### config.mk
export PLATFORM = sky130hd
export DESIGN_NAME = raster_sequencer
export DESIGN_NICKNAME = d
export VERILOG_FILES = /design/src/raster_sequencer.sv
export VERILOG_INCLUDE_DIRS = /design/src /design/src/src
export SDC_FILE = /design/constraint.sdc
export NUM_CORES = 1
export LEC_CHECK = 0
export ABC_CLOCK_PERIOD_IN_PS = 2200
export BUFFER_PORTS_ARGS = -buffer_cell sky130_fd_sc_hd__buf_4
export CAP_MARGIN = 20
export CORE_ASPECT_RATIO = 0.7
export CORE_MARGIN = 8
export CORE_UTILIZATION = 50
export DETAILED_ROUTE_END_ITERATION = 6
export PLACE_DENSITY_LB_ADDON = 0.1
export SYNTH_ARGS = -nofsm -noshare
export SYNTH_HDL_FRONTEND = slang
export SYNTH_SLANG_ARGS = --single-unit
### constraint.sdc
create_clock -name rast_done -period 2.2 [get_ports rast_done]
set_clock_uncertainty 0.15 [all_clocks]
set_input_delay 0.11 -clock rast_done [delete_from_list [all_inputs] [get_ports rast_done]]
set_output_delay 0.11 -clock rast_done [all_outputs]
set_load 0.005 [all_outputs]
### src/gpu_params.svh
`ifndef GPU_PARAMS_SVH
`define GPU_PARAMS_SVH

// Screen geometry
`define GPU_SCREEN_W 16
`define GPU_SCREEN_H 16

// Pixel index, also the memory word address
`define GPU_PIX_BITS 8

// Unsigned vertex coordinate
`define GPU_COORD_BITS 8

// Host register map
`define GPU_REG_ADDR_BITS 4
`define GPU_REG_STATUS 4'd0
`define GPU_REG_START 4'd1
`define GPU_REG_MODE 4'd2
`define GPU_REG_CLEAR 4'd3
`define GPU_REG_X0 4'd4
`define GPU_REG_Y0 4'd5
`define GPU_REG_X1 4'd6
`define GPU_REG_Y1 4'd7
`define GPU_REG_X2 4'd8
`define GPU_REG_Y2 4'd9
`define GPU_REG_DEPTH 4'd10
`define GPU_REG_COLOR 4'd11

`endif

### src/raster_sequencer.sv
`timescale 1ns/1ps
`default_nettype none
`include "gpu_params.svh"

module raster_sequencer (
	input wire logic rast_done,
	input wire logic rst_n,
	input wire logic go,
	input wire logic stall,
	output logic pix_valid,
	output logic [`GPU_COORD_BITS-1:0] pix_x,
	output logic [`GPU_COORD_BITS-1:0] pix_y,
	output logic [`GPU_PIX_BITS-1:0] pix_index,
	output logic st1_valid,
	output logic [`GPU_PIX_BITS-1:0] st1_index,
	output logic finish
);

	localparam logic [`GPU_COORD_BITS-1:0] LAST_X = `GPU_COORD_BITS'(`GPU_SCREEN_W - 1);
	localparam logic [`GPU_COORD_BITS-1:0] LAST_Y = `GPU_COORD_BITS'(`GPU_SCREEN_H - 1);
	localparam logic [`GPU_PIX_BITS-1:0] LAST_INDEX =
		`GPU_PIX_BITS'(`GPU_SCREEN_W * `GPU_SCREEN_H - 1);

	always_ff @(posedge rast_done or negedge rst_n) begin
		if (!rst_n) begin
			pix_valid <= 1'b0;
			pix_x <= '0;
			pix_y <= '0;
			pix_index <= '0;
			st1_valid <= 1'b0;
			st1_index <= '0;
			finish <= 1'b0;
		end else begin
			// Pulse once the final pixel leaves stage 1
			finish <= st1_valid && !stall && (st1_index == LAST_INDEX);

			if (!stall) begin
				st1_valid <= pix_valid;
				st1_index <= pix_index;
			end

			if (go) begin
				pix_valid <= 1'b1;
				pix_x <= '0;
				pix_y <= '0;
				pix_index <= '0;
			end else if (pix_valid && !stall) begin
				pix_index <= pix_index + 1'b1;
				if (pix_x == LAST_X) begin
					pix_x <= '0;
					// Row-major walk ends after the bottom right pixel
					if (pix_y == LAST_Y)
						pix_valid <= 1'b0;
					else
						pix_y <= pix_y + 1'b1;
				end else begin
					pix_x <= pix_x + 1'b1;
				end
			end
		end
	end

endmodule

`default_nettype wire

==> impl_metrics.csv <==
group,metric,value,unit
run_status,status,"complete, no violations",
clock_tree,cts_tree,"built",
layout,layout-area-overhead-vs-synth,26.5,%
worst_setup_path,worstPathRequired,2.27,ns
clock_tree,clk_latency,0.29,ns
clock_tree,htreeDepth,2,
layout,n_fill_cell,265,
layout,multi_input_area,762,µm²
clock_tree,post_cts.repair.setup_buffers,0,
pwr,powerDensity,624,mW/mm²
worst_setup_path,rrSetupSlack,0.17,ns
routing,postRouteAntennaNets,0,
worst_setup_path,cp-startpoint,"pix_x[0]$_DFFE_PN0P_",
timing,period_share,92.2,%
placement,gp_congestion,0.935,
die,initial_core_util,52.4,%
timing,period_needed,2.03,ns
layout,nets,204,
layout,n_antenna_cell,0,
pwr,vdd_ir_drop_max,0.444,mV
pwr,seqPwrFrac,51.2,%
synth,synth_area,0.00166,mm²
worst_setup_path,cp.arrival,2.10,ns
die,die_area,0.00545,mm²
worst_setup_path,reg2reg_to,"pix_x[7]$_DFFE_PN0P_",
worst_setup_path,worst-setup-path-type,"register to register",
worst_setup_path,worstRegToRegCells,5,
die,core.rowCount,17,
timing,tightestPinTransition,0.437,ns
timing,setup_tns,0,ns
synth,synth_edf_count,0,
synth,syn-num-nets,162,
worst_setup_path,crit_end,"pix_x[7]$_DFFE_PN0P_",
synth,synthTopCellsByArea,"dfrtp_1 (53%), mux2_2 (6.1%), xor2_1 (4.7%)",
pwr,sw_frac_of_total,21.6,%
pwr,p_sw,0.284,mW
worst_setup_path,reg2reg_from,"pix_x[0]$_DFFE_PN0P_",
global_routing,grt_max_degree,36,
pwr,pwr-share-clk,42.0,%
routing,firstDrtPassIters,4,
global_routing,antenna_found_initial,0,
timing,report.final.slew_viol_count,0,
clock_tree,cts.path.max_buffers,2,
run,maxCapViolCount,0,
clock_tree,root_buffer,"clkbuf_8",
global_routing,grt_pass1_wl,6.73,mm
synth,synth-main-ff-cell,"dfrtp_1",
synth,syn_inst,155,
global_routing,grt_usage,15.7,%
synth,ys_seq_area_share,52.8,%
routing,drt_iter0_drc,121,
layout,drive_gt1_share,31.0,%
die,die_width,84.9,µm
timing,max_freq,493,MHz
global_routing,grt_pass1_vias,1338,
timing,setup_viol,0,
die,die_h,64.2,µm
routing,drt-total-wl,3.95,mm
min_path,min_path_type,"primary input to register",
synth,synth_area_leader_cell,"dfrtp_1",
synth,syn_avg_cell_area,10.7,µm²
clock_tree,clk_pin_slew,0.07,ns
routing,routedWlPerCell,16.8,µm
pwr,p_int,1.03,mW
placement,place_hpwl,2.81,mm
routing,drc,0,
synth,synth_cell_type_count,34,
die,pin_count,39,
synth,synth.top_cell.area_share,52.8,%
worst_setup_path,worst-path-max-fanout,6,
die,coreArea,0.00317,mm²
worst_setup_path,crit_path_end_kind,"register",
routing,via_per_inst,5.77,
layout,seq_area,876,µm²
pwr,combPwrFrac,6.8,%
synth,yosys_warnings,0,
timing,slew_headroom,70.8,%
pwr,total_power,1.31,mW
synth,ys_async_sr_fraction,100,%
synth,synth_seq_cells,35,
pwr,leakage,1.03,nW
placement,port_buffers,38,
clock_tree,clock_sinks,35,
global_routing,overflow,0,
timing,hold_viol,0,
worst_setup_path,cp-start-kind,"register",
clock_tree,cts_buffers,5,
routing,num_vias,1355,
timing,rsz0062_at_grt,"no",
[critical path, cell delays in order (launching register included)]
cell	delay, ns
dfrtp_1	0.44
ha_1	0.26
and3_1	0.25
a211o_2	0.40
nor4_1	0.30
o22a_1	0.17
[per-layer routing]
layer	global-route usage [%]	vias to the layer above	share of wire, %
li1	-	637	-
met4	3.31	0	0.73
met3	6.89	5	7.6
met2	23.9	37	45
met1	20.1	676	46
met5	0	-	0
[cell usage in the layout, fill, tap and decap left out, types with 3 or more instances in the layout]
master	instances
and3_1	3
nand3_1	4
xor2_1	9
a21oi_1	7
nor2_1	16
nor3_1	3
or4_1	4
dfrtp_1	35
mux2_2	9
clkbuf_8	5
nand2_1	17
nand4_1	6
o21ai_0	4
ha_1	3
nand2b_1	3
and4b_1	3
buf_4	39
[area by class of cell]
| cell class | count | share of cell area (%) |
|---|---|---|
| clock buffers | 6 | 3.45 |
| clock inverters | 1 | 1.43 |
| well taps | 38 | 2.26 |
| multi-input cells | 114 | 36.3 |
| flip-flops and latches | 35 | 41.7 |
| repair buffers | 41 | 14.9 |
[repair_timing]
item / in CTS / in global routing
hold endpoints to repair: 36 / 0
gates resized for setup: 0 / 0
hold buffers: 2 / 0
[power groups by stage]
| stage | Combinational, mW | Sequential (mW) | Clock, mW |
|---|---|---|---|
| finish | 0.0885 | 0.672 | 0.552 |
| global route | 0.101 | 0.673 | 0.594 |
| CTS | 0.0900 | 0.671 | 0.560 |
| detailed placement | 0.0857 | 0.683 | 0 |
| global placement | 0.0839 | 0.681 | 0 |
| floorplan | 0.0380 | 0.681 | 0 |
[worst min-delay path by stage]
stage,startpoint,to,slack [ns],depth (start not counted)
finish,go,pix_index[0]$_DFFE_PN0P_,0.04,2
floorplan,rst_n,finish$_DFF_PN0_,-0.34,0
CTS,go,pix_x[4]$_DFFE_PN0P_,0.04,2
global route,go,pix_x[4]$_DFFE_PN0P_,0.05,2
global placement,rst_n,pix_index[4]$_DFFE_PN0P_,-0.07,1
detailed placement,rst_n,pix_index[4]$_DFFE_PN0P_,-0.07,1
[cells in the mapped netlist (all sizes together), types with 2 or more instances]
cell type   n
o21ai       4
nor4        3
clkbuf      5
nor3        3
o31ai       2
or4         4
nand4       6
nand3       5
nor2       17
mux2i       2
nand2      17
and3        4
a21oi       7
nor2b       2
nand2b      3
a21o        2
and4b       3
xnor2       2
dfrtp      35
ha          3
xor2        9
mux2        9
[state kept, by name (all words and copies together), names as in the netlist]
name and flops:
pix_valid 1, finish 1, st1_valid 1, pix_x 8, pix_index 8, pix_y 8, st1_index 8
[metrics by stage]
stage | area (µm²) | hold slack, ns | std cells | util [%] | setup slack, ns
floorplan | 1660 | -0.336 | 155 | - | 0.288
global placement | 1980 | -0.0723 | 226 | 62.4 | 0.305
detailed placement | 1980 | -0.0675 | 226 | 62.4 | 0.215
CTS | 2100 | 0.0359 | 235 | 66.3 | 0.180
global route | 2100 | 0.0538 | 235 | 66.3 | 0.0651
finish | 2100 | 0.0369 | 235 | 66.3 | 0.172
[cell families (layout without fill, tap and decap cells)]
group                      Yosys count  count (layout)  synth area share (%)
and+or+nand+nor                     70              70                  23.5
AOI/OAI and AO/OA                   19              19                  7.01
buffers and inverters                6              48                  1.36
adders and majority gates            3               3                  2.26
DFF                                 35              35                  52.8
muxes                               11              11                  7.31
xor gates and xnor gates            11              11                  5.80
(Power assumes the default switching activity.)
