==> src/gpu_params.svh <==
`ifndef GPU_PARAMS_SVH
`define GPU_PARAMS_SVH

// Screen geometry
`define GPU_SCREEN_W 16
`define GPU_SCREEN_H 16

// Pixel index, also the memory word address
`define GPU_PIX_BITS 8

// Unsigned vertex coordinate
`define GPU_COORD_BITS 8

// Host register map
`define GPU_REG_ADDR_BITS 4
`define GPU_REG_STATUS 4'd0
`define GPU_REG_START 4'd1
`define GPU_REG_MODE 4'd2
`define GPU_REG_CLEAR 4'd3
`define GPU_REG_X0 4'd4
`define GPU_REG_Y0 4'd5
`define GPU_REG_X1 4'd6
`define GPU_REG_Y1 4'd7
`define GPU_REG_X2 4'd8
`define GPU_REG_Y2 4'd9
`define GPU_REG_DEPTH 4'd10
`define GPU_REG_COLOR 4'd11

`endif

==> src/gpu_pkg.sv <==
`default_nettype none

package gpu_pkg;

	typedef enum logic [1:0] {
		MODE_IDLE = 2'd0,
		MODE_RENDER = 2'd1,
		MODE_CLEAR_FRAME = 2'd2,
		MODE_CLEAR_DEPTH = 2'd3
	} gpu_mode_t;

	// One pixel word, seen as a color or as a depth
	typedef union packed {
		struct packed {
			logic [7:0] pad;
			logic [7:0] red;
			logic [7:0] green;
			logic [7:0] blue;
		} color;
		logic signed [31:0] depth;
	} pixel_word_u;

endpackage

`default_nettype wire

==> src/pixel_writer.sv <==
`timescale 1ns/1ps
`default_nettype none
`include "gpu_params.svh"

module pixel_writer import gpu_pkg::*; (
	input wire logic rast_done,
	input wire logic rst_n,
	input gpu_mode_t mode,
	input wire logic st1_valid,
	input wire logic [`GPU_PIX_BITS-1:0] st1_index,
	input wire logic covered,
	input wire logic closer,
	input pixel_word_u clear_word,
	input pixel_word_u tri_color,
	input wire logic mem_waitrequest,
	output logic mem_write,
	output logic [`GPU_PIX_BITS-1:0] mem_address,
	output logic [31:0] mem_writedata,
	output logic stall,
	output logic commit,
	output logic [`GPU_PIX_BITS-1:0] commit_index
);

	logic waiting;
	logic wr_render;
	logic fresh_write;
	logic [31:0] fresh_data;
	logic [31:0] hold_data;

	always_comb begin
		wr_render = st1_valid && (mode == MODE_RENDER) && covered && closer;
		fresh_write = wr_render || (st1_valid && mode == MODE_CLEAR_FRAME);
		// Pad byte goes out as zero
		if (mode == MODE_RENDER)
			fresh_data = {8'h00, tri_color.color.red, tri_color.color.green,
				tri_color.color.blue};
		else
			fresh_data = {8'h00, clear_word.color.red, clear_word.color.green,
				clear_word.color.blue};
	end

	// A write that met waitrequest stays up with its first word
	assign mem_write = waiting || fresh_write;
	assign mem_writedata = waiting ? hold_data : fresh_data;
	assign mem_address = st1_index;
	assign stall = mem_write && mem_waitrequest;

	assign commit = mem_write && !mem_waitrequest && (mode == MODE_RENDER);
	assign commit_index = st1_index;

	always_ff @(posedge rast_done or negedge rst_n) begin
		if (!rst_n)
			waiting <= 1'b0;
		else
			waiting <= stall;
	end

	always_ff @(posedge rast_done) begin
		if (!waiting)
			hold_data <= fresh_data;
	end

endmodule

`default_nettype wire

==> config.mk <==
export PLATFORM = sky130hd
export DESIGN_NAME = pixel_writer
export DESIGN_NICKNAME = d
export VERILOG_FILES = /design/src/gpu_pkg.sv /design/src/pixel_writer.sv
export VERILOG_INCLUDE_DIRS = /design/src /design/src/src
export SDC_FILE = /design/constraint.sdc
export NUM_CORES = 1
export LEC_CHECK = 0
export BUFFER_PORTS_ARGS = -buffer_cell sky130_fd_sc_hd__buf_2
export CAP_MARGIN = 25
export CORE_MARGIN = 4
export CORE_UTILIZATION = 39
export CTS_CLUSTER_DIAMETER = 100
export DETAILED_ROUTE_END_ITERATION = 12
export PLACE_DENSITY = 0.77
export SLEW_MARGIN = 30
export SYNTH_ARGS = -nofsm -noshare
export SYNTH_HDL_FRONTEND = slang
export SYNTH_SLANG_ARGS = --single-unit
==> constraint.sdc <==
create_clock -name rast_done -period 1.44 [get_ports rast_done]
set_clock_uncertainty 0.05 [all_clocks]
set_input_delay 0.072 -clock rast_done [delete_from_list [all_inputs] [get_ports rast_done]]
set_output_delay 0.072 -clock rast_done [all_outputs]
set_load 0.005 [all_outputs]
==> impl_summary.md <==
Finish
After the last flow step, the layout net total stands at 361. From synthesis to final layout, the design area changed by 84.4%. The post-route netlist has 64.9% of its cells at a drive strength greater than 1. The filler cells instantiated in the layout total 270.

The number of antenna diodes is 0.

Hold path
In this run the most critical hold path is launched from clear_word[1]. The path with the worst hold slack has its endpoint at hold_data[1]. Along the worst hold path, the cell count comes to 3. The class of the tightest hold or removal check is in2reg.

Critical path
The cell family contributing the most delay on the critical path is simple AND/OR/NAND/NOR gates. STA classifies the critical path endpoint as an output pin. The worst setup path is of the reg2out kind.

The startpoint of the lowest-slack register-to-register path is waiting. The critical path starts at waiting. The critical path goes through buf_12, or4bb_4, o311ai_4, buf_2. The element type at the critical path start is a flop. STA puts the critical path data required time at 1.32 ns. The worst reg-to-reg setup slack is -0.11 ns.

Counting cells, the worst reg-to-reg path comes to 5. The delay of the slowest critical-path stage is 0.55 ns. The number of buffers and inverters on the critical path is 2. In this run the worst path has a maximum fanout of 13. The endpoint identified for the worst register-to-register timing path is hold_data[22]. STA puts the critical path data arrival time at 1.68 ns. The slowest stage of the critical path is the or4bb_4 cell.

Synthesis
Sequential elements use 40.4% of the synthesized area. The synthesized area per cell is 9.25 µm². The total of warnings raised by yosys is 0. The number of different library cells used by synthesis comes to 21. The synthesized flop and latch total is 33. The gate count of the mapped netlist is 178. The total nets after synthesis is 258. The cell area that synthesis handed to floorplanning was 0.00165 mm².

Die
From bottom edge to top edge, the die measures 73.0 µm. The core region is 0.00403 mm². The die is 73.0 µm wide.

The initial utilization of the core area, before any placement, comes to 40.9%. The total I/O pin count is 131. The die covers 0.00533 mm². The initialized floorplan defines 23 standard-cell rows.

Timing
The time the final worst path needs with I/O delays and setup is 1.80 ns. At the pin with the least slew margin, the transition time is 0.401 ns. Timing would allow up to 554 MHz.

The count of endpoints failing hold in the final timing report is 0. The final-layout worst hold slack is 0.0426 ns. The final count of negative-setup-slack endpoints is 40. The headroom to the max-slew limit is 73.3%. The max-slew violation total from the final report is 0. Setup slack on the critical path of the routed design comes to -0.364 ns. The final clock period utilization by the worst path is 125%.

Setup repair after global routing could not meet its margin everywhere.

Detailed routing
Summing over every cut layer, the via total after detailed routing is 1723. The vias per cell is 5.19. The routed length per instance is 17.1 µm. Summed over all layers, the routed wires come to 5680 µm. The first-pass iteration count of the detailed router is 5. The remaining number of nets flagged by the antenna check after routing is 0.

The starting DRC count in detailed routing is 54. After detailed routing, the number of remaining DRC violations is 0.

Global routing
Global routing consumed, over all layers together, 19.3% of the routing resources. The maximum number of pins on one net before global-route repair is 18. The global-route wire length before repair is 7940 µm. Summed over all layers, the global routing overflow is 0. The number of antenna violations at the first check in global routing is 0. The via count of the first global-routing pass came to 1734.

Power
The worst-case IR drop observed on VDD is 0.662 mV. The static power due to leakage is 0.00136 µW. In this run the power density over the cells is 911 mW/mm².

Place
The minimum setup slack after placement is -0.0629 ns. At the end of routability-driven placement, the weighted congestion stood at 0.728. Port buffering added 90 buffers. Detailed placement ended at an HPWL of 3230 µm.

Clock tree
The clock-pin slew of the registers on the worst-case setup and hold paths is 0.07 ns. The clock latency reported for the late side of the worst-skew pair is 0.28 ns. The clock drives 33 sinks. The CTS buffer count is 5. TritonCTS built the clock tree. The clock passes through at most 2 buffers.

The H-tree was split into 2 levels. In this run the clock root is driven by a clkbuf_8.

Flow run
Across the run, the number of max-cap violations was 0.

Run status
The checks that failed: negative setup slack. The flow ran to the end, but the final reports show violations.
worst max path at each step:
stage / endpoint / cells after the start / slack [ns]
floorplan: hold_data[1] / 4 / 0.01
global placement: mem_writedata[2] / 4 / -0.04
detailed placement: mem_writedata[5] / 4 / -0.06
CTS: mem_writedata[18] / 4 / -0.34
global route: mem_writedata[3] / 4 / -0.43
finish: mem_writedata[3] / 4 / -0.36
where the power goes:
part	switching, µW	leakage [µW]	internal [µW]
clock network	352	0.0000681	688
logic	309	0.00102	402
registers	24.3	0.000279	993
worst min-delay path, stage by stage:
cell,delay [ns]
buf_2,0.10
inv_1,0.04
o311ai_1,0.10
per-layer routing:
layer | wire length (µm) | global-route usage (%) | vias to the layer above
met5 | 0 | 0 | -
met4 | 93 | 6.35 | 0
met3 | 377 | 5.23 | 16
met2 | 3060 | 35.9 | 68
met1 | 2150 | 21.0 | 815
li1 | - | - | 824
cell families (layout without fill, tap and decap cells):
group	count (synthesis)	in the layout	share of synthesized area, %
compound gates	28	28	14.7
buf+inv	56	160	17.8
flops	33	33	40.4
simple gates	61	61	27.1
registers in the layout, indices dropped and copies added, names as in the netlist:
signal and cells:
waiting 1, hold_data 32
Yosys cell counts, drive strengths merged:
cell type	count	area share (%)
o311ai	24	13
o21ai	1	0.30
dfxtp	32	39
inv	25	5.7
a311oi	1	0.91
nand4bb	11	7.5
nand4b	1	0.53
clkbuf	7	1.6
buf	24	10
a31oi	2	0.76
and2b	1	0.46
nand2b	1	0.38
nor2	1	0.23
nand2	24	5.5
or3b	1	0.53
or4bb	13	8.9
dfrtp	1	1.5
and2	8	3.0
metrics by stage:
| step | std cells | utilization, % | area [µm²] | setup TNS [ns] | total power, µW |
|---|---|---|---|---|---|
| floorplan | 178 | - | 1650 | 0 | 1260 |
| global placement | 305 | 52.4 | 2110 | -0.286 | 1440 |
| detailed placement | 305 | 52.4 | 2110 | -0.524 | 1450 |
| CTS | 328 | 63.5 | 2560 | -8.58 | 2600 |
| global route | 332 | 75.4 | 3040 | -10.68 | 2890 |
| finish | 332 | 75.4 | 3040 | -8.22 | 2770 |
repair_timing:
item / in CTS / in global routing
gates cloned: 1 / 1
pin swaps: 12 / 9
hold buffers: 1 / 0
hold endpoints to repair: 1 / 0
setup buffers: 13 / 5
gates resized for setup: 42 / 51
setup endpoints to repair: 29 / 41
area by class of cell:
| type | instances | area, µm² | share of cell area [%] |
|---|---|---|---|
| multi-input cells | 89 | 1200 | 39.7 |
| flip-flops and latches | 33 | 667 | 22.0 |
| inverters | 25 | 96.3 | 3.17 |
| well taps | 50 | 62.6 | 2.06 |
| clock buffers | 5 | 68.8 | 2.27 |
| repair buffers | 127 | 872 | 28.7 |
| clock inverters | 3 | 65.1 | 2.14 |
cells in the final DEF (no fill, tap or decap):
master / n
dfxtp_1: 32
bufinv_16: 2
or3b_1: 1
nor2_4: 1
or4bb_1: 12
buf_2: 86
inv_1: 24
clkbuf_8: 5
nand2b_1: 1
clkinv_2: 1
nand4b_1: 1
o311ai_2: 11
dlygate4sd3_1: 1
and2_1: 1
dfrtp_2: 1
clkbuf_16: 1
or4bb_4: 1
buf_6: 13
buf_8: 2
o21ai_2: 1
nand4bb_4: 11
o311ai_4: 12
a311oi_2: 1
nand2_1: 24
buf_4: 20
and2_4: 7
o311ai_1: 1
and2b_1: 1
a31oi_2: 2
buf_12: 4
inv_4: 1
(Power assumes the default switching activity.)
