==> src/gpu_params.svh <==
`ifndef GPU_PARAMS_SVH
`define GPU_PARAMS_SVH

// Screen geometry
`define GPU_SCREEN_W 16
`define GPU_SCREEN_H 16

// Pixel index, also the memory word address
`define GPU_PIX_BITS 8

// Unsigned vertex coordinate
`define GPU_COORD_BITS 8

// Host register map
`define GPU_REG_ADDR_BITS 4
`define GPU_REG_STATUS 4'd0
`define GPU_REG_START 4'd1
`define GPU_REG_MODE 4'd2
`define GPU_REG_CLEAR 4'd3
`define GPU_REG_X0 4'd4
`define GPU_REG_Y0 4'd5
`define GPU_REG_X1 4'd6
`define GPU_REG_Y1 4'd7
`define GPU_REG_X2 4'd8
`define GPU_REG_Y2 4'd9
`define GPU_REG_DEPTH 4'd10
`define GPU_REG_COLOR 4'd11

`endif

==> src/gpu_pkg.sv <==
`default_nettype none

package gpu_pkg;

	typedef enum logic [1:0] {
		MODE_IDLE = 2'd0,
		MODE_RENDER = 2'd1,
		MODE_CLEAR_FRAME = 2'd2,
		MODE_CLEAR_DEPTH = 2'd3
	} gpu_mode_t;

	// One pixel word, seen as a color or as a depth
	typedef union packed {
		struct packed {
			logic [7:0] pad;
			logic [7:0] red;
			logic [7:0] green;
			logic [7:0] blue;
		} color;
		logic signed [31:0] depth;
	} pixel_word_u;

endpackage

`default_nettype wire

==> src/gpu_regs.sv <==
`timescale 1ns/1ps
`default_nettype none
`include "gpu_params.svh"

module gpu_regs import gpu_pkg::*; (
	input wire logic rast_done,
	input wire logic rst_n,
	input wire logic reg_write,
	input wire logic reg_read,
	input wire logic [`GPU_REG_ADDR_BITS-1:0] reg_address,
	input wire logic [31:0] reg_writedata,
	output logic [31:0] reg_readdata,
	output logic go,
	output gpu_mode_t mode,
	output pixel_word_u clear_word,
	output logic [`GPU_COORD_BITS-1:0] x0,
	output logic [`GPU_COORD_BITS-1:0] y0,
	output logic [`GPU_COORD_BITS-1:0] x1,
	output logic [`GPU_COORD_BITS-1:0] y1,
	output logic [`GPU_COORD_BITS-1:0] x2,
	output logic [`GPU_COORD_BITS-1:0] y2,
	output logic signed [31:0] tri_depth,
	output pixel_word_u tri_color,
	input wire logic finish,
	output logic frame_done
);

	logic busy;
	logic done;
	logic start_val;

	always_ff @(posedge rast_done or negedge rst_n) begin
		if (!rst_n) begin
			go <= 1'b0;
			busy <= 1'b0;
			done <= 1'b0;
			start_val <= 1'b0;
			mode <= MODE_IDLE;
			clear_word <= '0;
			x0 <= '0;
			y0 <= '0;
			x1 <= '0;
			y1 <= '0;
			x2 <= '0;
			y2 <= '0;
			tri_depth <= '0;
			tri_color <= '0;
		end else begin
			go <= 1'b0;
			if (reg_write) begin
				case (reg_address)
					`GPU_REG_STATUS: begin
						if (!reg_writedata[0])
							done <= 1'b0;
					end
					`GPU_REG_START: begin
						start_val <= reg_writedata[0];
						// A second start during a run is dropped
						if (reg_writedata[0] && !busy) begin
							go <= 1'b1;
							busy <= 1'b1;
						end
					end
					`GPU_REG_MODE: mode <= gpu_mode_t'(reg_writedata[1:0]);
					`GPU_REG_CLEAR: clear_word <= reg_writedata;
					`GPU_REG_X0: x0 <= reg_writedata[`GPU_COORD_BITS-1:0];
					`GPU_REG_Y0: y0 <= reg_writedata[`GPU_COORD_BITS-1:0];
					`GPU_REG_X1: x1 <= reg_writedata[`GPU_COORD_BITS-1:0];
					`GPU_REG_Y1: y1 <= reg_writedata[`GPU_COORD_BITS-1:0];
					`GPU_REG_X2: x2 <= reg_writedata[`GPU_COORD_BITS-1:0];
					`GPU_REG_Y2: y2 <= reg_writedata[`GPU_COORD_BITS-1:0];
					`GPU_REG_DEPTH: tri_depth <= reg_writedata;
					`GPU_REG_COLOR: tri_color <= reg_writedata;
					default: ;
				endcase
			end
			// Last pixel retired
			if (finish) begin
				busy <= 1'b0;
				done <= 1'b1;
			end
		end
	end

	always_comb begin
		reg_readdata = '0;
		if (reg_read) begin
			case (reg_address)
				`GPU_REG_STATUS: reg_readdata = {30'b0, busy, done};
				`GPU_REG_START: reg_readdata = {31'b0, start_val};
				`GPU_REG_MODE: reg_readdata = {30'b0, mode};
				`GPU_REG_CLEAR: reg_readdata = clear_word;
				`GPU_REG_X0: reg_readdata = 32'(x0);
				`GPU_REG_Y0: reg_readdata = 32'(y0);
				`GPU_REG_X1: reg_readdata = 32'(x1);
				`GPU_REG_Y1: reg_readdata = 32'(y1);
				`GPU_REG_X2: reg_readdata = 32'(x2);
				`GPU_REG_Y2: reg_readdata = 32'(y2);
				`GPU_REG_DEPTH: reg_readdata = tri_depth;
				`GPU_REG_COLOR: reg_readdata = tri_color;
				default: reg_readdata = '0;
			endcase
		end
	end

	assign frame_done = done;

endmodule

`default_nettype wire

==> config.mk <==
export PLATFORM = sky130hd
export DESIGN_NAME = gpu_regs
export DESIGN_NICKNAME = d
export VERILOG_FILES = /design/src/gpu_pkg.sv /design/src/gpu_regs.sv
export VERILOG_INCLUDE_DIRS = /design/src /design/src/src
export SDC_FILE = /design/constraint.sdc
export NUM_CORES = 1
export LEC_CHECK = 0
export ABC_AREA = 1
export ABC_CLOCK_PERIOD_IN_PS = 970
export BUFFER_PORTS_ARGS = -buffer_cell sky130_fd_sc_hd__buf_4
export CORE_ASPECT_RATIO = 0.6
export CORE_MARGIN = 3
export CORE_UTILIZATION = 45
export CTS_BUF_LIST = sky130_fd_sc_hd__clkbuf_8
export DETAILED_ROUTE_END_ITERATION = 10
export HOLD_SLACK_MARGIN = 0.06
export PLACE_DENSITY = 0.75
export SETUP_SLACK_MARGIN = 0.4
export SYNTH_ARGS = -nofsm -noshare
export SYNTH_HDL_FRONTEND = slang
export SYNTH_SLANG_ARGS = --single-unit
==> constraint.sdc <==
create_clock -name rast_done -period 0.97 [get_ports rast_done]
set_input_delay 0.0485 -clock rast_done [delete_from_list [all_inputs] [get_ports rast_done]]
set_output_delay 0.0485 -clock rast_done [all_outputs]
set_load 0.02 [all_outputs]
==> results of run 1 <==
[metrics by stage]
stage	utilization	cells	setup slack [ns]	setup TNS, ns
after floorplan	-	872	-0.0413	-1.91
after global placement	0.679	1374	-0.386	-42.32
after detailed placement	0.679	1374	-0.409	-46.69
after CTS	0.868	1536	-0.562	-38.78
[repair_timing]
item,4_1_cts
resized for setup,338
hold endpoints to repair,254
setup endpoints to repair,330
setup buffers,103
pin swaps,112
gates cloned,1
hold buffers,27
[synthesized netlist by cell type]
cell / n / share of area
a21o_1: 1 / 0.0011
a21oi_1: 1 / 0.00074
buf_1: 4 / 0.0022
buf_2: 11 / 0.0081
clkbuf_1: 28 / 0.015
dfrtp_1: 150 / 0.55
inv_1: 84 / 0.046
inv_2: 2 / 0.0011
nand2_1: 319 / 0.18
nand2_2: 1 / 0.00092
nand3_1: 85 / 0.063
nand4_1: 1 / 0.00092
nor2_1: 32 / 0.018
nor2_2: 4 / 0.0037
nor3_2: 1 / 0.0015
nor4_1: 1 / 0.00092
o21ai_0: 114 / 0.084
o21ai_1: 33 / 0.024
[logic make-up after synthesis]
kind of cell | Yosys count | synth area share
simple gates | 444 | 0.264
flops | 150 | 0.552
compound gates | 149 | 0.110
buf+inv | 129 | 0.0733
==> run_results.csv, run 1 <==
group,metric,value,unit
clock_tree,clockBufferDepth,2,
synthesis,yosysUniqueCellTypes,18,
timing,worst-ep-kind,"output port",
floorplanning,io_pins,221,
floorplanning,rows,34,
synthesis,ys_ff_latch,150,
clock_tree,htree_num_levels,4,
clock_tree,cts-root-buf,"clkbuf_8",
floorplanning,die_x,165,um
global_routing,grt_max_degree,49,
status,stop_error,"[ERROR DPL-0038] Utilization greater than 100%, impossible to legalize",
placement,portBuffers,220,
floorplanning,start_util,0.464,
placement,place_area,0.00994,mm^2
synthesis,ys_seq_area_frac,0.552,
placement,gp_congestion,0.883,
synthesis,synth_cells,872,
placement,dp_hpwl,17100,um
clock_tree,clock_sinks,150,
synthesis,syn_area,0.00680,mm^2
status,status,"aborted with a tool error",
clock_tree,cts_buffers,17,
floorplanning,die_h,101,um
timing,worst_endpoint,"reg_readdata[1]",
synthesis,synth_area_per_cell,7.79,um^2
synthesis,yosysWarnings,0,
synthesis,synth.net_count,913,
status,lastStage,"5_1_grt",
==> inputs of run 2 (changes only) <==
Settings changed: ABC_CLOCK_PERIOD_IN_PS 970 to 1250, CORE_ASPECT_RATIO 0.6 to unset, CORE_UTILIZATION 45 to 30, CTS_BUF_LIST sky130_fd_sc_hd__clkbuf_8 to unset, HOLD_SLACK_MARGIN 0.06 to unset, PLACE_DENSITY 0.75 to unset, PLACE_DENSITY_LB_ADDON set to 0.15, SETUP_SLACK_MARGIN 0.4 to unset.
Clock period 0.97 ns to 1.25 ns, I/O delays scaled along.
==> run 2 against run 1 <==
Against the previous run:
- the flow now finishes, with violations (negative setup slack)
- synthesized area did not move
- synthesized cell count did not move
==> run_results.csv, run 2 <==
group,metric,value,unit
timing,worstMarginPinSlew,0.475,ns
cells_and_area,drive_gt1_frac,0.453,
synthesis,syn_area,0.00680,mm^2
route,viasPerCell,4.71,
clock_tree,clk_latency,0.42,ns
placement,dp_hpwl,17600,um
setup_path,startpoint_type,"flip-flop",
cells_and_area,final_cell_mix,"buf_4, nand2_1, dfrtp_1",
synthesis,ys_ff_latch,150,
timing,layout_min_cycle_time,1.52,ns
timing,hold_violations,0,
global_routing,grt_pass1_wl,41600,um
cells_and_area,num-fill-cells,2048,
synthesis,synth_top_cell_by_area,"dfrtp_1",
setup_path,cp.required,1.19,ns
power,peakVddDrop,749,uV
cells_and_area,fin_nets,1347,
synthesis,ys_seq_area_frac,0.552,
synthesis,synth.net_count,913,
synthesis,async_reset_ff_frac,1.00,
power,leakagePower,6.69,nW
setup_path,cp_max_fo,2,
timing,slew-limit-headroom,0.683,
floorplanning,rows,54,
route,avgRoutedWirePerCell,17.7,um
global_routing,antenna_found_initial,0,
global_routing,grt_pass1_vias,7286,
synthesis,synth_edf_count,0,
synthesis,synth_top_area_share,0.552,
setup_path,worstPathCellList,"nand3_2, nand2_4, nor2_4, nand3_2, nand2_2, inv_1, buf_4",
route,drc,0,
route,routed_wl,28300,um
clock_tree,cts_tree,"done",
setup_path,max_stage_delay,0.40,ns
floorplanning,die_x,157,um
synthesis,yosysWarnings,0,
route,antenna_left,0,
run,drv_cap,0,
setup_path,cpMostUsedCell,"nand3_2",
cells_and_area,seqCellArea,0.00375,mm^2
clock_tree,clkTransAtPathRegs,0.06,ns
timing,finalSetupViolCount,33,
route,dr_total_vias,7525,
route,drt-initial-drc-count,385,
synthesis,synthTopCellsByCount,"nand2_1, dfrtp_1, o21ai_0",
setup_path,crit_path_top_delay_cell,"dfrtp_1",
floorplanning,die_area,0.0245,mm^2
setup_path,arrival,1.46,ns
floorplanning,die_h,157,um
global_routing,grt.overflow.total,0,
cells_and_area,n_antenna_cell,0,
synthesis,synth_top_flop_cell,"dfrtp_1",
setup_path,critPathKind,"reg -> out",
power,power_density,1530,mW/mm^2
power,finalPower,18.7,mW
floorplanning,start_util,0.309,
synthesis,yosysMostFrequentCell,"nand2_1",
cells_and_area,multiInputGateArea,0.00305,mm^2
cells_and_area,syn_to_final_growth,79.7,%
global_routing,grt_max_degree,51,
timing,setup_ws,-0.273,ns
timing,clock.fmax,657,MHz
timing,maxSlewViolCount,0,
placement,place_ws,-0.189,ns
floorplanning,io_pins,221,
synthesis,yosysUniqueCellTypes,18,
cells_and_area,top_regs,"clear_word (32), tri_color (32), tri_depth (32)",
setup_path,setup.worst_path.end_class,"output port",
status,violations,"negative setup slack",
synthesis,synth_cells,872,
synthesis,synth_area_leaders,"dfrtp_1, nand2_1, o21ai_0, nand3_1, inv_1",
timing,finalSetupTns,-2.62,ns
clock_tree,cts_buffers,17,
clock_tree,htree_num_levels,4,
synthesis,synth_area_per_cell,7.79,um^2
worst_hold_path,hold_path.class,"in -> reg",
timing,skew,0.0000469,ns
floorplanning,core,0.0220,mm^2
clock_tree,clock_sinks,150,
global_routing,track_usage,0.222,
timing,post-route-period-util,1.22,
placement,gp_congestion,0.904,
placement,portBuffers,220,
clock_tree,clockBufferDepth,2,
cells_and_area,layout_commonest_cell,"buf_4",
clock_tree,cts-root-buf,"clkbuf_16",
status,status,"finished with violations",
timing,rsz0062_at_grt,"yes",
route,firstDrtPassIters,5,
## run 2: critical path, delay by kind of cell (launching register included)
family,cells,cell delay [ns]
DFF,1,0.40
and+or+nand+nor,5,0.45
buffers and inverters,2,0.19
## run 2: what timing repair did
action / CTS / global route
gates resized for setup: 101 / 124
hold buffers: 29 / 0
pin swaps: 80 / 51
hold endpoints to repair: 226 / 0
buffers inserted: 114 / 22
cloned: 6 / 4
setup endpoints to repair: 32 / 45
## run 2: final timing paths
path / cells past startpoint / endpoint / from / slack (ns)
worst max-delay path: 7 / reg_readdata[2] / tri_depth[2] / -0.27
worst min-delay path: 4 / go / reg_address[3] / 0.01
worst max register to register: 3 / busy / busy / 0.07
worst min register to register: 1 / go / busy / 0.48
max in group asynchronous: 3 / x2[7] / rst_n / 0.60
min in group asynchronous: 2 / x0[3] / rst_n / 0.09
## run 2: cell families after synthesis
family | share of synthesized area
simple gates | 0.264
flops | 0.552
compound gates | 0.110
buf+inv | 0.0733
## run 2: stage by stage
step,std cells,utilization,area [um^2],hold WS [ns]
after floorplan,872,-,6800,-0.233
after global placement,1397,0.423,9310,-0.0245
after detailed placement,1397,0.423,9310,-0.0258
after CTS,1575,0.525,11600,0.0360
after global routing,1599,0.554,12200,0.00956
final,1599,0.554,12200,0.00968
## run 2: where the power goes
group / switching, mW / total, mW / internal (mW)
registers: 0.795 / 6.63 / 5.83
logic: 3.42 / 6.65 / 3.23
clock network: 2.16 / 5.43 / 3.27
## run 2: per-layer routing
layer / part of all wire / vias to the layer above / GRT usage
li1: - / 3644 / -
met1: 0.44 / 3572 / 0.303
met2: 0.47 / 281 / 0.350
met3: 0.068 / 28 / 0.0550
met4: 0.023 / 0 / 0.0704
met5: 0 / - / 0
## run 2: area by class of cell
type,count,share of cell area
multi-input combinational,593,0.250
tap,280,0.0287
clock inverter,13,0.0139
timing repair buffer,458,0.336
inverter,86,0.0273
clock buffer,19,0.0371
sequential,150,0.307
No activity file was read; power rests on OpenSTA's default activity.
==> inputs of run 3 (changes only) <==
Settings changed: BUFFER_PORTS_ARGS -buffer_cell sky130_fd_sc_hd__buf_4 to -buffer_cell sky130_fd_sc_hd__buf_2, MAX_ROUTING_LAYER set to met4.
==> run 3 against run 2 <==
Against the previous run:
- the flow still finishes with violations (negative setup slack)
- non-clock buffer count fell by 69
- clock power fell by 3.9%
- die area did not move
- largest power group is now sequential cells
- via count fell by 5.2%
- maximum frequency rose by 1.1%
- highest routed layer unchanged
- global-route usage fell by 0.45 points
- sequential cell count did not move
==> run_results.csv, run 3 (same netlist as run 2, synthesis figures left out) <==
group,metric,value,unit
timing,worstMarginPinSlew,0.477,ns
timing,hold_violations,0,
clock_tree,cts_tree,"done",
cells_and_area,final_util,0.501,
global_routing,antenna_found_initial,0,
setup_path,crit_path_top_delay_cell,"dfrtp_1",
floorplanning,core,0.0220,mm^2
setup_path,cpMostUsedCell,"nand3_2",
status,status,"finished with violations",
timing,holdWs,0.107,ns
timing,clock.fmax,664,MHz
power,switchingPower,6.08,mW
clock_tree,clk_latency,0.42,ns
power,power_density,1540,mW/mm^2
route,dr_total_vias,7137,
global_routing,grt_pass1_vias,7031,
timing,rsz0062_at_grt,"yes",
cells_and_area,top_regs,"clear_word (32), tri_color (32), tri_depth (32)",
timing,skew,0.00000461,ns
setup_path,critPathKind,"reg -> out",
placement,place_ws,-0.151,ns
floorplanning,io_pins,221,
cells_and_area,drive_gt1_frac,0.405,
setup_path,setup.worst_path.end_class,"output port",
route,drc,0,
power,leakagePower,6.11,nW
power,swShare,0.357,
timing,finalSetupViolCount,29,
status,violations,"negative setup slack",
placement,dp_hpwl,17500,um
run,drv_cap,0,
floorplanning,start_util,0.309,
route,avgRoutedWirePerCell,16.9,um
timing,setup_ws,-0.257,ns
worst_hold_path,hold_path.class,"in -> reg",
setup_path,max_stage_delay,0.41,ns
setup_path,cp.required,1.19,ns
clock_tree,clkTransAtPathRegs,0.07,ns
global_routing,track_usage,0.218,
route,drt-initial-drc-count,410,
setup_path,worstPathCellList,"nand3_2, nand2_4, nor2_4, nand3_2, nand2_1, inv_1, buf_6",
power,pwr-share-seq,0.393,
setup_path,rr_worst_depth,4,
route,routed_wl,25900,um
setup_path,cp_max_fo,3,
cells_and_area,syn_to_final_growth,62.3,%
cells_and_area,design_area,0.0110,mm^2
global_routing,grt.overflow.total,0,
timing,finalSetupTns,-2.92,ns
timing,layout_min_cycle_time,1.51,ns
route,antenna_left,0,
cells_and_area,final_cell_mix,"nand2_1, buf_2, dfrtp_1",
setup_path,arrival,1.44,ns
floorplanning,die_x,157,um
power,peakVddDrop,697,uV
global_routing,grt_max_degree,41,
floorplanning,die_h,157,um
clock_tree,cts-root-buf,"clkbuf_16",
floorplanning,rows,54,
clock_tree,htree_num_levels,4,
power,intPower,10.9,mW
floorplanning,die_area,0.0245,mm^2
setup_path,startpoint_type,"flip-flop",
timing,slew-limit-headroom,0.682,
cells_and_area,layout_commonest_cell,"nand2_1",
placement,place_area,0.00891,mm^2
worst_hold_path,holdPathStages,4,
power,pwr-share-comb,0.301,
placement,gp_congestion,0.904,
route,firstDrtPassIters,5,
placement,portBuffers,220,
cells_and_area,fin_nets,1278,
cells_and_area,n_antenna_cell,0,
clock_tree,cts_buffers,17,
power,power_frac_clock,0.307,
clock_tree,clockBufferDepth,2,
timing,post-route-period-util,1.21,
timing,maxSlewViolCount,0,
route,viasPerCell,4.66,
clock_tree,clock_sinks,150,
global_routing,grt_pass1_wl,40000,um
==> run 3: cell type report <==
cell class | instances | area [um^2]
well taps | 280 | 350
multi-input cells | 593 | 2920
inverters | 86 | 333
clock buffers | 18 | 439
fillers | 2143 | 11000
repair buffers | 389 | 3090
flip-flops and latches | 150 | 3750
clock inverters | 14 | 151
==> run 3: routing by layer <==
layer / global-route usage / vias up / routed length [um]
met5: - / - / 0
met4: 0.0700 / 0 / 555
met3: 0.0456 / 26 / 1460
met2: 0.336 / 230 / 12100
met1: 0.289 / 3373 / 11700
li1: - / 3508 / -
==> run 3: critical path: cells and delay by family (launching register included) <==
family                 cells  cell delay, ns
buffers and inverters      2            0.17
and+or+nand+nor            5            0.45
DFF                        1            0.41
==> run 3: metrics by stage <==
step | cells | power (mW)
floorplan | 872 | 8.89
global placement | 1401 | 11.0
detailed placement | 1401 | 11.0
CTS | 1507 | 16.8
global route | 1530 | 17.9
finish | 1530 | 17.0
==> run 3: final timing paths <==
kind	startpoint	end	slack [ns]
setup / recovery	tri_depth[4]	reg_readdata[4]	-0.26
hold / removal	reg_writedata[5]	tri_depth[5]	0.11
setup reg to reg	tri_color[1]	tri_color[1]	0.34
hold reg to reg	clear_word[30]	clear_word[30]	0.51
max in group asynchronous	rst_n	tri_color[3]	0.58
min in group asynchronous	rst_n	y0[4]	0.12
==> run 3: repair_timing <==
| item | CTS | global route |
|---|---|---|
| resized for setup | 128 | 84 |
| endpoints found under the hold margin | 226 | 1 |
| setup endpoints to repair | 32 | 34 |
| pin swaps | 40 | 54 |
| gates cloned | 5 | 1 |
| hold buffers | 27 | 1 |
| setup buffers | 42 | 27 |
==> run 3: power groups by stage <==
stage               clock network, mW  registers, mW  logic [mW]
floorplan                           0           7.80        1.09
global placement                    0           6.80        4.18
detailed placement                  0           6.79        4.24
CTS                              5.30           6.65        4.85
global route                     5.54           6.80        5.57
finish                           5.22           6.68        5.12
